==> src/include/mcast_xbar_consts.svh <==
// Crossbar sizing constants, included by every RTL and testbench file that needs them
`ifndef MCAST_XBAR_CONSTS_SVH
`define MCAST_XBAR_CONSTS_SVH

// Number of request ports
`define MCX_NUM_SLV 2

// Number of destination ports
`define MCX_NUM_MST 4

// Address and multicast mask width
`define MCX_ADDR_W 32

// Data word width
`define MCX_DATA_W 32

// Receiver buffer depth, also the initial credit count of each sender
`define MCX_CREDITS 4

// Width of the source tag added at the muxes
`define MCX_SRC_W 1

`endif

==> src/verilog/mcast_bus_pkg.sv <==
// Request and forwarded-request types shared by the crossbar blocks and its testbench
`default_nettype none

`include "mcast_xbar_consts.svh"

package mcast_bus_pkg;

  // Index of a request port, carried as source tag on the destination side
  typedef logic [`MCX_SRC_W-1:0] src_idx_t;

  // Write request as seen on a request port
  typedef struct packed {
    logic [`MCX_ADDR_W-1:0] addr;
    // Set bits mark address bits that are free, so one request covers a set of addresses
    logic [`MCX_ADDR_W-1:0] mask;
    logic [`MCX_DATA_W-1:0] data;
  } mcast_req_t;

  // Request leaving a destination port, widened by the source tag
  typedef struct packed {
    mcast_req_t req;
    src_idx_t   src;
  } mcast_fwd_t;

endpackage

`default_nettype wire

==> src/verilog/mcast_addr_pkg.sv <==
// Address map types used by the multicast decoder and fed in at the crossbar top level
`default_nettype none

`include "mcast_xbar_consts.svh"

package mcast_addr_pkg;

  // One region per destination, mask bits set where the address is free
  typedef struct packed {
    logic [`MCX_ADDR_W-1:0] addr;
    logic [`MCX_ADDR_W-1:0] mask;
  } mask_rule_t;

  // Rule j belongs to destination port j
  typedef mask_rule_t [`MCX_NUM_MST-1:0] addr_map_t;

  // One bit per destination port
  typedef logic [`MCX_NUM_MST-1:0] mst_sel_t;

endpackage

`default_nettype wire

==> src/verilog/mcast_addr_decode.sv <==
// Multicast decoder, maps one request onto every destination region it overlaps
`timescale 1ns/1ns
`default_nettype none

`include "mcast_xbar_consts.svh"

module mcast_addr_decode (
  input  mcast_bus_pkg::mcast_req_t                       req_i,
  input  mcast_addr_pkg::addr_map_t                       addr_map_i,
  output mcast_addr_pkg::mst_sel_t                        sel_o,
  output logic [`MCX_NUM_MST-1:0][`MCX_ADDR_W-1:0]        fwd_addr_o,
  output logic [`MCX_NUM_MST-1:0][`MCX_ADDR_W-1:0]        fwd_mask_o,
  output logic                                            dec_err_o
);

  for (genvar j = 0; j < `MCX_NUM_MST; j++) begin : gen_rule
    logic [`MCX_ADDR_W-1:0] fixed_both;
    logic [`MCX_ADDR_W-1:0] differ;

    // Only bits fixed in both the request and the rule have to agree
    assign fixed_both = ~(req_i.mask | addr_map_i[j].mask);
    assign differ     = req_i.addr ^ addr_map_i[j].addr;
    assign sel_o[j]   = ~|(differ & fixed_both);

    // Rule bits win where the rule fixes them
    assign fwd_addr_o[j] = (addr_map_i[j].addr & ~addr_map_i[j].mask) |
                           (req_i.addr & addr_map_i[j].mask);

    // Bits pinned by the region are no longer free in the copy
    assign fwd_mask_o[j] = req_i.mask & addr_map_i[j].mask;
  end

  assign dec_err_o = ~|sel_o;

endmodule

`default_nettype wire

==> src/verilog/mcast_demux.sv <==
// Request port front end: credit buffer, head decode and fan-out to the destination muxes
`timescale 1ns/1ns
`default_nettype none

`include "mcast_xbar_consts.svh"

module mcast_demux #(
  // Tag placed on every copy leaving this port
  parameter int unsigned SrcIdx = 0
) (
  input  logic                                             clk_i,
  input  logic                                             rst_n_i,
  input  logic                                             slv_valid_i,
  input  mcast_bus_pkg::mcast_req_t                        slv_req_i,
  output logic                                             slv_credit_o,
  input  mcast_addr_pkg::addr_map_t                        addr_map_i,
  output mcast_addr_pkg::mst_sel_t                         fwd_valid_o,
  output mcast_bus_pkg::mcast_fwd_t [`MCX_NUM_MST-1:0]     fwd_req_o,
  input  mcast_addr_pkg::mst_sel_t                         fwd_grant_i,
  output logic                                             dec_err_o,
  output logic [`MCX_ADDR_W-1:0]                           dec_err_addr_o
);

  localparam int unsigned PtrW = (`MCX_CREDITS > 1) ? $clog2(`MCX_CREDITS) : 1;
  localparam int unsigned CntW = $clog2(`MCX_CREDITS + 1);

  mcast_bus_pkg::mcast_req_t mem_q [0:`MCX_CREDITS-1];

  logic [PtrW-1:0] wr_ptr_q;
  logic [PtrW-1:0] rd_ptr_q;
  logic [CntW-1:0] count_q;

  mcast_bus_pkg::mcast_req_t head;
  logic                      head_valid;

  mcast_addr_pkg::mst_sel_t               head_sel;
  logic [`MCX_NUM_MST-1:0][`MCX_ADDR_W-1:0] head_addr;
  logic [`MCX_NUM_MST-1:0][`MCX_ADDR_W-1:0] head_mask;
  logic                                   head_err;

  // Destinations that already took the current head
  mcast_addr_pkg::mst_sel_t done_q;
  mcast_addr_pkg::mst_sel_t pending;
  logic                     retire;

  assign head       = mem_q[rd_ptr_q];
  assign head_valid = (count_q != '0);

  mcast_addr_decode i_decode (
    .req_i      ( head       ),
    .addr_map_i ( addr_map_i ),
    .sel_o      ( head_sel   ),
    .fwd_addr_o ( head_addr  ),
    .fwd_mask_o ( head_mask  ),
    .dec_err_o  ( head_err   )
  );

  assign pending     = head_valid ? (head_sel & ~done_q) : '0;
  assign fwd_valid_o = pending;

  for (genvar j = 0; j < `MCX_NUM_MST; j++) begin : gen_fwd
    assign fwd_req_o[j].req.addr = head_addr[j];
    assign fwd_req_o[j].req.mask = head_mask[j];
    assign fwd_req_o[j].req.data = head.data;
    assign fwd_req_o[j].src      = mcast_bus_pkg::src_idx_t'(SrcIdx);
  end

  // Head leaves once every selected copy is granted, errors leave at once
  assign retire = head_valid & (head_err | ((pending & ~fwd_grant_i) == '0));

  assign slv_credit_o   = retire;
  assign dec_err_o      = head_valid & head_err;
  assign dec_err_addr_o = head.addr;

  always_ff @(posedge clk_i) begin
    if (slv_valid_i) begin
      mem_q[wr_ptr_q] <= slv_req_i;
    end
  end

  always_ff @(posedge clk_i or negedge rst_n_i) begin
    if (!rst_n_i) begin
      wr_ptr_q <= '0;
      rd_ptr_q <= '0;
      count_q  <= '0;
      done_q   <= '0;
    end else begin
      if (slv_valid_i) begin
        wr_ptr_q <= (wr_ptr_q == PtrW'(`MCX_CREDITS - 1)) ? '0 : wr_ptr_q + 1'b1;
      end
      if (retire) begin
        rd_ptr_q <= (rd_ptr_q == PtrW'(`MCX_CREDITS - 1)) ? '0 : rd_ptr_q + 1'b1;
        done_q   <= '0;
      end else begin
        done_q <= done_q | (fwd_grant_i & pending);
      end
      // Upstream only sends with a credit, so the buffer cannot overflow
      count_q <= count_q + CntW'(slv_valid_i) - CntW'(retire);
    end
  end

endmodule

`default_nettype wire

==> src/verilog/mcast_mux.sv <==
// Destination port back end: round-robin pick among request ports, gated by downstream credits
`timescale 1ns/1ns
`default_nettype none

`include "mcast_xbar_consts.svh"

module mcast_mux (
  input  logic                                           clk_i,
  input  logic                                           rst_n_i,
  input  logic [`MCX_NUM_SLV-1:0]                        req_valid_i,
  input  mcast_bus_pkg::mcast_fwd_t [`MCX_NUM_SLV-1:0]   req_i,
  output logic [`MCX_NUM_SLV-1:0]                        grant_o,
  output logic                                           mst_valid_o,
  output mcast_bus_pkg::mcast_fwd_t                      mst_req_o,
  input  logic                                           mst_credit_i
);

  localparam int unsigned CntW = $clog2(`MCX_CREDITS + 1);

  logic [CntW-1:0]          credit_q;
  mcast_bus_pkg::src_idx_t  last_q;
  mcast_bus_pkg::src_idx_t  win_idx;
  logic                     win_valid;
  logic                     send;

  logic                      valid_q;
  mcast_bus_pkg::mcast_fwd_t req_q;

  // Search starts one past the previous winner
  always_comb begin
    int unsigned cand;
    cand      = 0;
    win_valid = 1'b0;
    win_idx   = last_q;
    for (int unsigned off = 1; off <= `MCX_NUM_SLV; off++) begin
      cand = (int'(last_q) + off) % `MCX_NUM_SLV;
      if (!win_valid && req_valid_i[cand]) begin
        win_valid = 1'b1;
        win_idx   = mcast_bus_pkg::src_idx_t'(cand);
      end
    end
  end

  // No grant without a downstream buffer slot
  assign send = win_valid & (credit_q != '0);

  always_comb begin
    grant_o = '0;
    if (send) begin
      grant_o[win_idx] = 1'b1;
    end
  end

  always_ff @(posedge clk_i or negedge rst_n_i) begin
    if (!rst_n_i) begin
      credit_q <= CntW'(`MCX_CREDITS);
      last_q   <= '0;
      valid_q  <= 1'b0;
    end else begin
      valid_q  <= send;
      credit_q <= credit_q + CntW'(mst_credit_i) - CntW'(send);
      if (send) begin
        last_q <= win_idx;
      end
    end
  end

  // Payload carries its source tag from the demux already
  always_ff @(posedge clk_i) begin
    if (send) begin
      req_q <= req_i[win_idx];
    end
  end

  assign mst_valid_o = valid_q;
  assign mst_req_o   = req_q;

endmodule

`default_nettype wire

==> src/verilog/mcast_xbar.sv <==
// Multicast write crossbar top level, one demux per request port and one mux per destination
`timescale 1ns/1ns
`default_nettype none

`include "mcast_xbar_consts.svh"

module mcast_xbar (
  input  logic                                          clk_i,
  input  logic                                          rst_n_i,
  input  mcast_addr_pkg::addr_map_t                     addr_map_i,
  input  logic [`MCX_NUM_SLV-1:0]                       slv_valid_i,
  input  mcast_bus_pkg::mcast_req_t [`MCX_NUM_SLV-1:0]  slv_req_i,
  output logic [`MCX_NUM_SLV-1:0]                       slv_credit_o,
  output logic [`MCX_NUM_MST-1:0]                       mst_valid_o,
  output mcast_bus_pkg::mcast_fwd_t [`MCX_NUM_MST-1:0]  mst_req_o,
  input  logic [`MCX_NUM_MST-1:0]                       mst_credit_i,
  output logic [`MCX_NUM_SLV-1:0]                       dec_err_o,
  output logic [`MCX_NUM_SLV-1:0][`MCX_ADDR_W-1:0]      dec_err_addr_o
);

  // Demux side, indexed [source][destination]
  mcast_addr_pkg::mst_sel_t [`MCX_NUM_SLV-1:0]                        fwd_valid;
  mcast_bus_pkg::mcast_fwd_t [`MCX_NUM_SLV-1:0][`MCX_NUM_MST-1:0]     fwd_req;
  mcast_addr_pkg::mst_sel_t [`MCX_NUM_SLV-1:0]                        dmx_grant;

  // Mux side, indexed [destination][source]
  logic [`MCX_NUM_MST-1:0][`MCX_NUM_SLV-1:0]                          mux_valid;
  mcast_bus_pkg::mcast_fwd_t [`MCX_NUM_MST-1:0][`MCX_NUM_SLV-1:0]     mux_req;
  logic [`MCX_NUM_MST-1:0][`MCX_NUM_SLV-1:0]                          fwd_grant;

  for (genvar i = 0; i < `MCX_NUM_SLV; i++) begin : gen_demux
    mcast_demux #(
      .SrcIdx ( i )
    ) i_demux (
      .clk_i          ( clk_i             ),
      .rst_n_i        ( rst_n_i           ),
      .slv_valid_i    ( slv_valid_i[i]    ),
      .slv_req_i      ( slv_req_i[i]      ),
      .slv_credit_o   ( slv_credit_o[i]   ),
      .addr_map_i     ( addr_map_i        ),
      .fwd_valid_o    ( fwd_valid[i]      ),
      .fwd_req_o      ( fwd_req[i]        ),
      .fwd_grant_i    ( dmx_grant[i]      ),
      .dec_err_o      ( dec_err_o[i]      ),
      .dec_err_addr_o ( dec_err_addr_o[i] )
    );
  end

  // Transpose between the two sides
  for (genvar i = 0; i < `MCX_NUM_SLV; i++) begin : gen_cross_slv
    for (genvar j = 0; j < `MCX_NUM_MST; j++) begin : gen_cross_mst
      assign mux_valid[j][i] = fwd_valid[i][j];
      assign mux_req[j][i]   = fwd_req[i][j];
      assign dmx_grant[i][j] = fwd_grant[j][i];
    end
  end

  for (genvar j = 0; j < `MCX_NUM_MST; j++) begin : gen_mux
    mcast_mux i_mux (
      .clk_i        ( clk_i           ),
      .rst_n_i      ( rst_n_i         ),
      .req_valid_i  ( mux_valid[j]    ),
      .req_i        ( mux_req[j]      ),
      .grant_o      ( fwd_grant[j]    ),
      .mst_valid_o  ( mst_valid_o[j]  ),
      .mst_req_o    ( mst_req_o[j]    ),
      .mst_credit_i ( mst_credit_i[j] )
    );
  end

endmodule

`default_nettype wire

==> config.mk <==
export PLATFORM = sky130hd
export DESIGN_NAME = mcast_xbar
export DESIGN_NICKNAME = d
export VERILOG_FILES = /design/src/verilog/mcast_bus_pkg.sv /design/src/verilog/mcast_addr_pkg.sv /design/src/verilog/mcast_addr_decode.sv /design/src/verilog/mcast_demux.sv /design/src/verilog/mcast_mux.sv /design/src/verilog/mcast_xbar.sv
export VERILOG_INCLUDE_DIRS = /design/src /design/src/include
export SDC_FILE = /design/constraint.sdc
export NUM_CORES = 2
export LEC_CHECK = 0
export ABC_CLOCK_PERIOD_IN_PS = 17050
export CAP_MARGIN = 10
export CORE_AREA = 5 5 351 353
export CTS_BUF_LIST = sky130_fd_sc_hd__clkbuf_8
export CTS_CLUSTER_DIAMETER = 60
export DETAILED_ROUTE_END_ITERATION = 12
export DIE_AREA = 0 0 356 358
export DONT_BUFFER_PORTS = 1
export SLEW_MARGIN = 0
export SYNTH_ARGS = -nofsm -noshare
export SYNTH_HDL_FRONTEND = slang
export SYNTH_SLANG_ARGS = --single-unit
==> constraint.sdc <==
create_clock -name clk_i -period 17.05 [get_ports clk_i]
set_input_delay 4.2625 -clock clk_i [delete_from_list [all_inputs] [get_ports clk_i]]
set_output_delay 4.2625 -clock clk_i [all_outputs]
set_load 0.03 [all_outputs]
==> summary by stage <==
Timing
The worst path in the final design needs a cycle of about 12,000 ps, including I/O delays and setup. The maximum clock frequency is 85.2 MHz. The clock arrives with slightly above 80 ps of skew. The part of the cycle the worst path needs is a little under 70%. Setup violations remaining at the end of the flow were counted as 0. Setup total negative slack on the finished layout was measured at 0 ps. The headroom to the max-slew limit is between 10% and 20%. The number of endpoints with negative hold slack in the final report was 0. At the pin with the least slew margin, the transition time is 1270 ps. Setup repair after global routing left no endpoint under its margin. The final count of pins violating max slew is 0.

Pwr
Across the VDD grid, the largest voltage drop is between 0.00009 and 0.0001 V. The power density of the placed cells is between 200 and 250 nW/um^2. The overall power consumption is ~12 mW.

Summed over all cells, the static leakage comes to 18.5 nW.

Logic synthesis
Counting every net in the synthesized netlist gives around 3,500. Ranked by total cell area, the synthesized netlist is headed by edfxtp_1, mux4_2, mux2i_1. The top cell type's share of synthesized area is 66.0%. The biggest area consumer among synthesized cells is edfxtp_1. The number of cells produced by synthesis is between 3,000 and 4,000. The number of storage elements in the synthesis netlist is roughly 1,200. Of the synthesized area, sequential elements account for between 60% and 70%.

The number of library cell types mapped by synthesis is 38. During synthesis, Yosys emitted a total of 0 warnings. Dividing the synthesized area by the synthesized cell count gives between 15 and 20 sq um. The total standard cell area after synthesis is approximately 53,000 sq um.

Finish
At the end of the flow, the number of nets in the layout was 3,626. The area overhead of the layout relative to synthesis is 10.4%. Cells with a size suffix above 1 make up around 24% of the layout.

The total of fill cells in the finished design is 10,100. Across the whole layout, storage elements account for between 30,000 and 40,000 sq um. The multi-input combinational cells in the finished layout cover a total of approximately 16,000 sq um.

Detailed routing
The detailed-route DRC error count is 0. The post-detailed-routing wire length is 226 mm. The number of DRC violations after detailed-routing iteration 0 is approximately 4,300. Once detail routing completed, the nets flagged for antenna violations numbered 0. The final route contains around 32,000 vias.

The detailed-route vias per instance is roughly 6.4. The detailed-router iteration count before antenna repair is 8. The routed length per placed instance is roughly 46 um.

Placed design
The congestion estimate from routability-driven global placement came to between 1 and 1.5. Summed over all nets, the half-perimeter wirelength after detailed placement is approximately 160 mm. Port buffering added 0 buffers.

Clocking
Buffers added to address setup during post-CTS repair amount to 0. The buffer depth of the longest clock path is 3. Gates resized during post-CTS repair numbered 0. The TritonCTS sink count is 1,198. The clock edge transition at the registers on the reported setup and hold paths is around 60 ps. The clock reaches the later pin of the worst-skew pair after around 940 ps. After clock tree synthesis, the flow added hold-fix buffers numbering 0. CTS built an H-tree with a depth of 4. TritonCTS built the clock tree. The tree is rooted in a clkbuf_8. Clock tree synthesis inserted a total of ~200 buffers.

Floorplanning
The die span in y is about 360 um. The row count is around 130. Measured along the x axis, the die boundary spans between 300 and 400 um. The initial standard-cell utilization of the core is roughly 44%.

The die covers around 130,000 sq um. The floorplan step defined a core boundary enclosing roughly 120,000 sq um. The number of placed I/O pins is between 900 and 1,000.

Critical path
The slowest stage of the critical path is the nor4_1 cell. Walking the worst path, the cells encountered are xnor2_1 > o32ai_1 > buf_4 > nor4_1 > nand4_1 > nor3_1 > a21oi_1 > nand4_1 > inv_1. The most frequent cell on the critical path is nand4_1. The critical path contains buffers and inverters numbering 2 combined. The worst setup path is of the in -> out kind. The worst-path maximum fanout is 7. At the worst endpoint, the arrival time is 7470 ps.

Grouping stages by cell kind, the critical path spends the most delay in simple AND/OR/NAND/NOR gates. For the worst setup path, the data required time is approximately 13,000 ps. The element type at the critical path end is a primary output.

In this design, the stage delay of the slowest critical-path cell is 950 ps. STA classifies the critical path startpoint as an input port.

Global routing
In the global route stage, overall resource usage came out at a little over a third. The maximum number of pins on one net before global-route repair is 86. The total grt overflow is 0.

Global routing used 53.2% of the available met2 tracks. The initial antenna violation count is 39. The met1 layer usage reported by global route is between 30% and 40%. The most used routing layer is met2. In the global route stage, met3 resource usage came out at between 10% and 20%. The first-pass GRT wire length is roughly 300 mm.

The number of global-route vias before repair came to roughly 32,000.

Worst hold path
The classification of the worst-slack hold path is reg -> reg.

Flow run
Across the run, the number of max-cap violations was 0.

Run status
The flow ran to the end, and the final reports show no timing, DRC or antenna violations.
## cell type report
type	instances	share of cell area (%)
diodes	38	0.164
clock buffers	202	4.79
clock inverters	158	1.61
inverters	35	0.243
multi-input cells	1650	27.3
flip-flops and latches	1198	61.6
well taps	1612	3.47
repair buffers	60	0.831
## flip-flops by register name, indices dropped and copies added (netlist names)
name	count
gen_mux.i_mux.mst_valid_o	4
gen_demux.i_demux.count_q	6
gen_demux.i_demux.done_q	8
gen_demux.i_demux.mem_q	768
gen_mux.i_mux.last_q	4
gen_mux.i_mux.mst_req_o	388
gen_demux.i_demux.rd_ptr_q	4
gen_demux.i_demux.wr_ptr_q	4
gen_mux.i_mux.credit_q	12
## per-stage QoR
| step | instances | cell area [sq um] | worst slack (ps) | hold WS (ps) | utilization, % |
|---|---|---|---|---|---|
| after global placement | 4546 | 54200 | 4330 | 482 | 45.4 |
| final | 4953 | 58100 | 5320 | 499 | 48.6 |
| after CTS | 4911 | 58000 | 5470 | 506 | 48.5 |
| after floorplan | 3044 | 52600 | 5970 | 463 | - |
| after global routing | 4934 | 58000 | 5300 | 538 | 48.6 |
| after detailed placement | 4551 | 54300 | 5480 | 494 | 45.4 |
## cells in the mapped netlist, drive strengths merged
| library cell | n |
|---|---|
| a211oi | 1 |
| a21o | 3 |
| a21oi | 133 |
| and2 | 9 |
| buf | 135 |
| clkbuf | 26 |
| dfrtp | 38 |
| dfstp | 4 |
| edfxtp | 1156 |
| fa | 6 |
| ha | 22 |
| inv | 35 |
| mux2 | 132 |
| mux2i | 256 |
| mux4 | 192 |
| nand2 | 9 |
| nand4 | 12 |
| nor2 | 140 |
| nor2b | 129 |
| nor3 | 13 |
| nor4 | 37 |
| nor4b | 1 |
| o21a | 8 |
| o21ai | 11 |
| o21ba | 1 |
| o21bai | 4 |
| o31ai | 1 |
| o32ai | 129 |
| o41ai | 1 |
| or2 | 129 |
| or3 | 3 |
| xnor2 | 268 |
## metal layers
metal  part of all wire [%]  vias to the layer above
met1                     34                    16600
li1                       -                    12200
met3                     14                      616
met2                     45                     2435
met5                  0.054                        -
met4                    7.3                       16
## logic make-up (layout without fill, tap and decap cells)
family          Yosys count  in the layout  share of synthesized area [%]
flops                  1198           1198                           68.0
mux                     580            580                           15.9
simple gates            482            482                           5.02
compound gates          292            292                           3.79
xor+xnor                268            268                           4.46
buf+inv                 196            455                           2.10
fa+ha+maj                28             28                          0.751
other cells               0             38                              0
## path summary, 6_finish.rpt
check                                           endpoint                        startpoint  slack [ps]  depth (start not counted)
setup reg to reg           gen_mux[1].i_mux.mst_req_o[4]  gen_demux[1].i_demux.rd_ptr_q[1]        9320                         12
hold reg to reg             gen_mux[1].i_mux.credit_q[2]      gen_mux[1].i_mux.credit_q[1]         500                          1
hold / removal              gen_mux[1].i_mux.credit_q[2]      gen_mux[1].i_mux.credit_q[1]         500                          1
max in group asynchronous   gen_mux[3].i_mux.credit_q[2]                           rst_n_i       13780                          0
setup / recovery                         slv_credit_o[1]                    addr_map_i[56]        5320                          9
min in group asynchronous   gen_mux[3].i_mux.credit_q[1]                           rst_n_i        3050                          0
## report_power, final
part | total (mW) | internal [mW] | switching [mW]
combinational | 5.43 | 1.75 | 3.68
sequential | 4.59 | 4.00 | 0.590
clock | 2.45 | 1.23 | 1.22
total | 12.5 | 6.98 | 5.49
## layout by cell type (no fill, tap or decap), types with 6 or more instances in the layout
master,instances
dfrtp_1,34
nor2b_1,129
mux2i_1,256
or2_2,129
a21oi_1,132
fa_1,6
o32ai_1,126
bufinv_16,8
buf_4,53
diode_2,38
o21a_1,7
inv_1,94
clkinv_1,45
clkinv_2,29
edfxtp_1,1156
ha_1,22
nand4_1,12
nor4_1,35
nor2_1,139
and2_4,8
mux2_2,132
mux4_2,192
o21ai_0,11
inv_6,6
nand2_1,9
clkinvlp_4,6
nor3_1,12
clkbuf_8,202
xnor2_1,268
No activity file was read; power rests on OpenSTA's default activity.
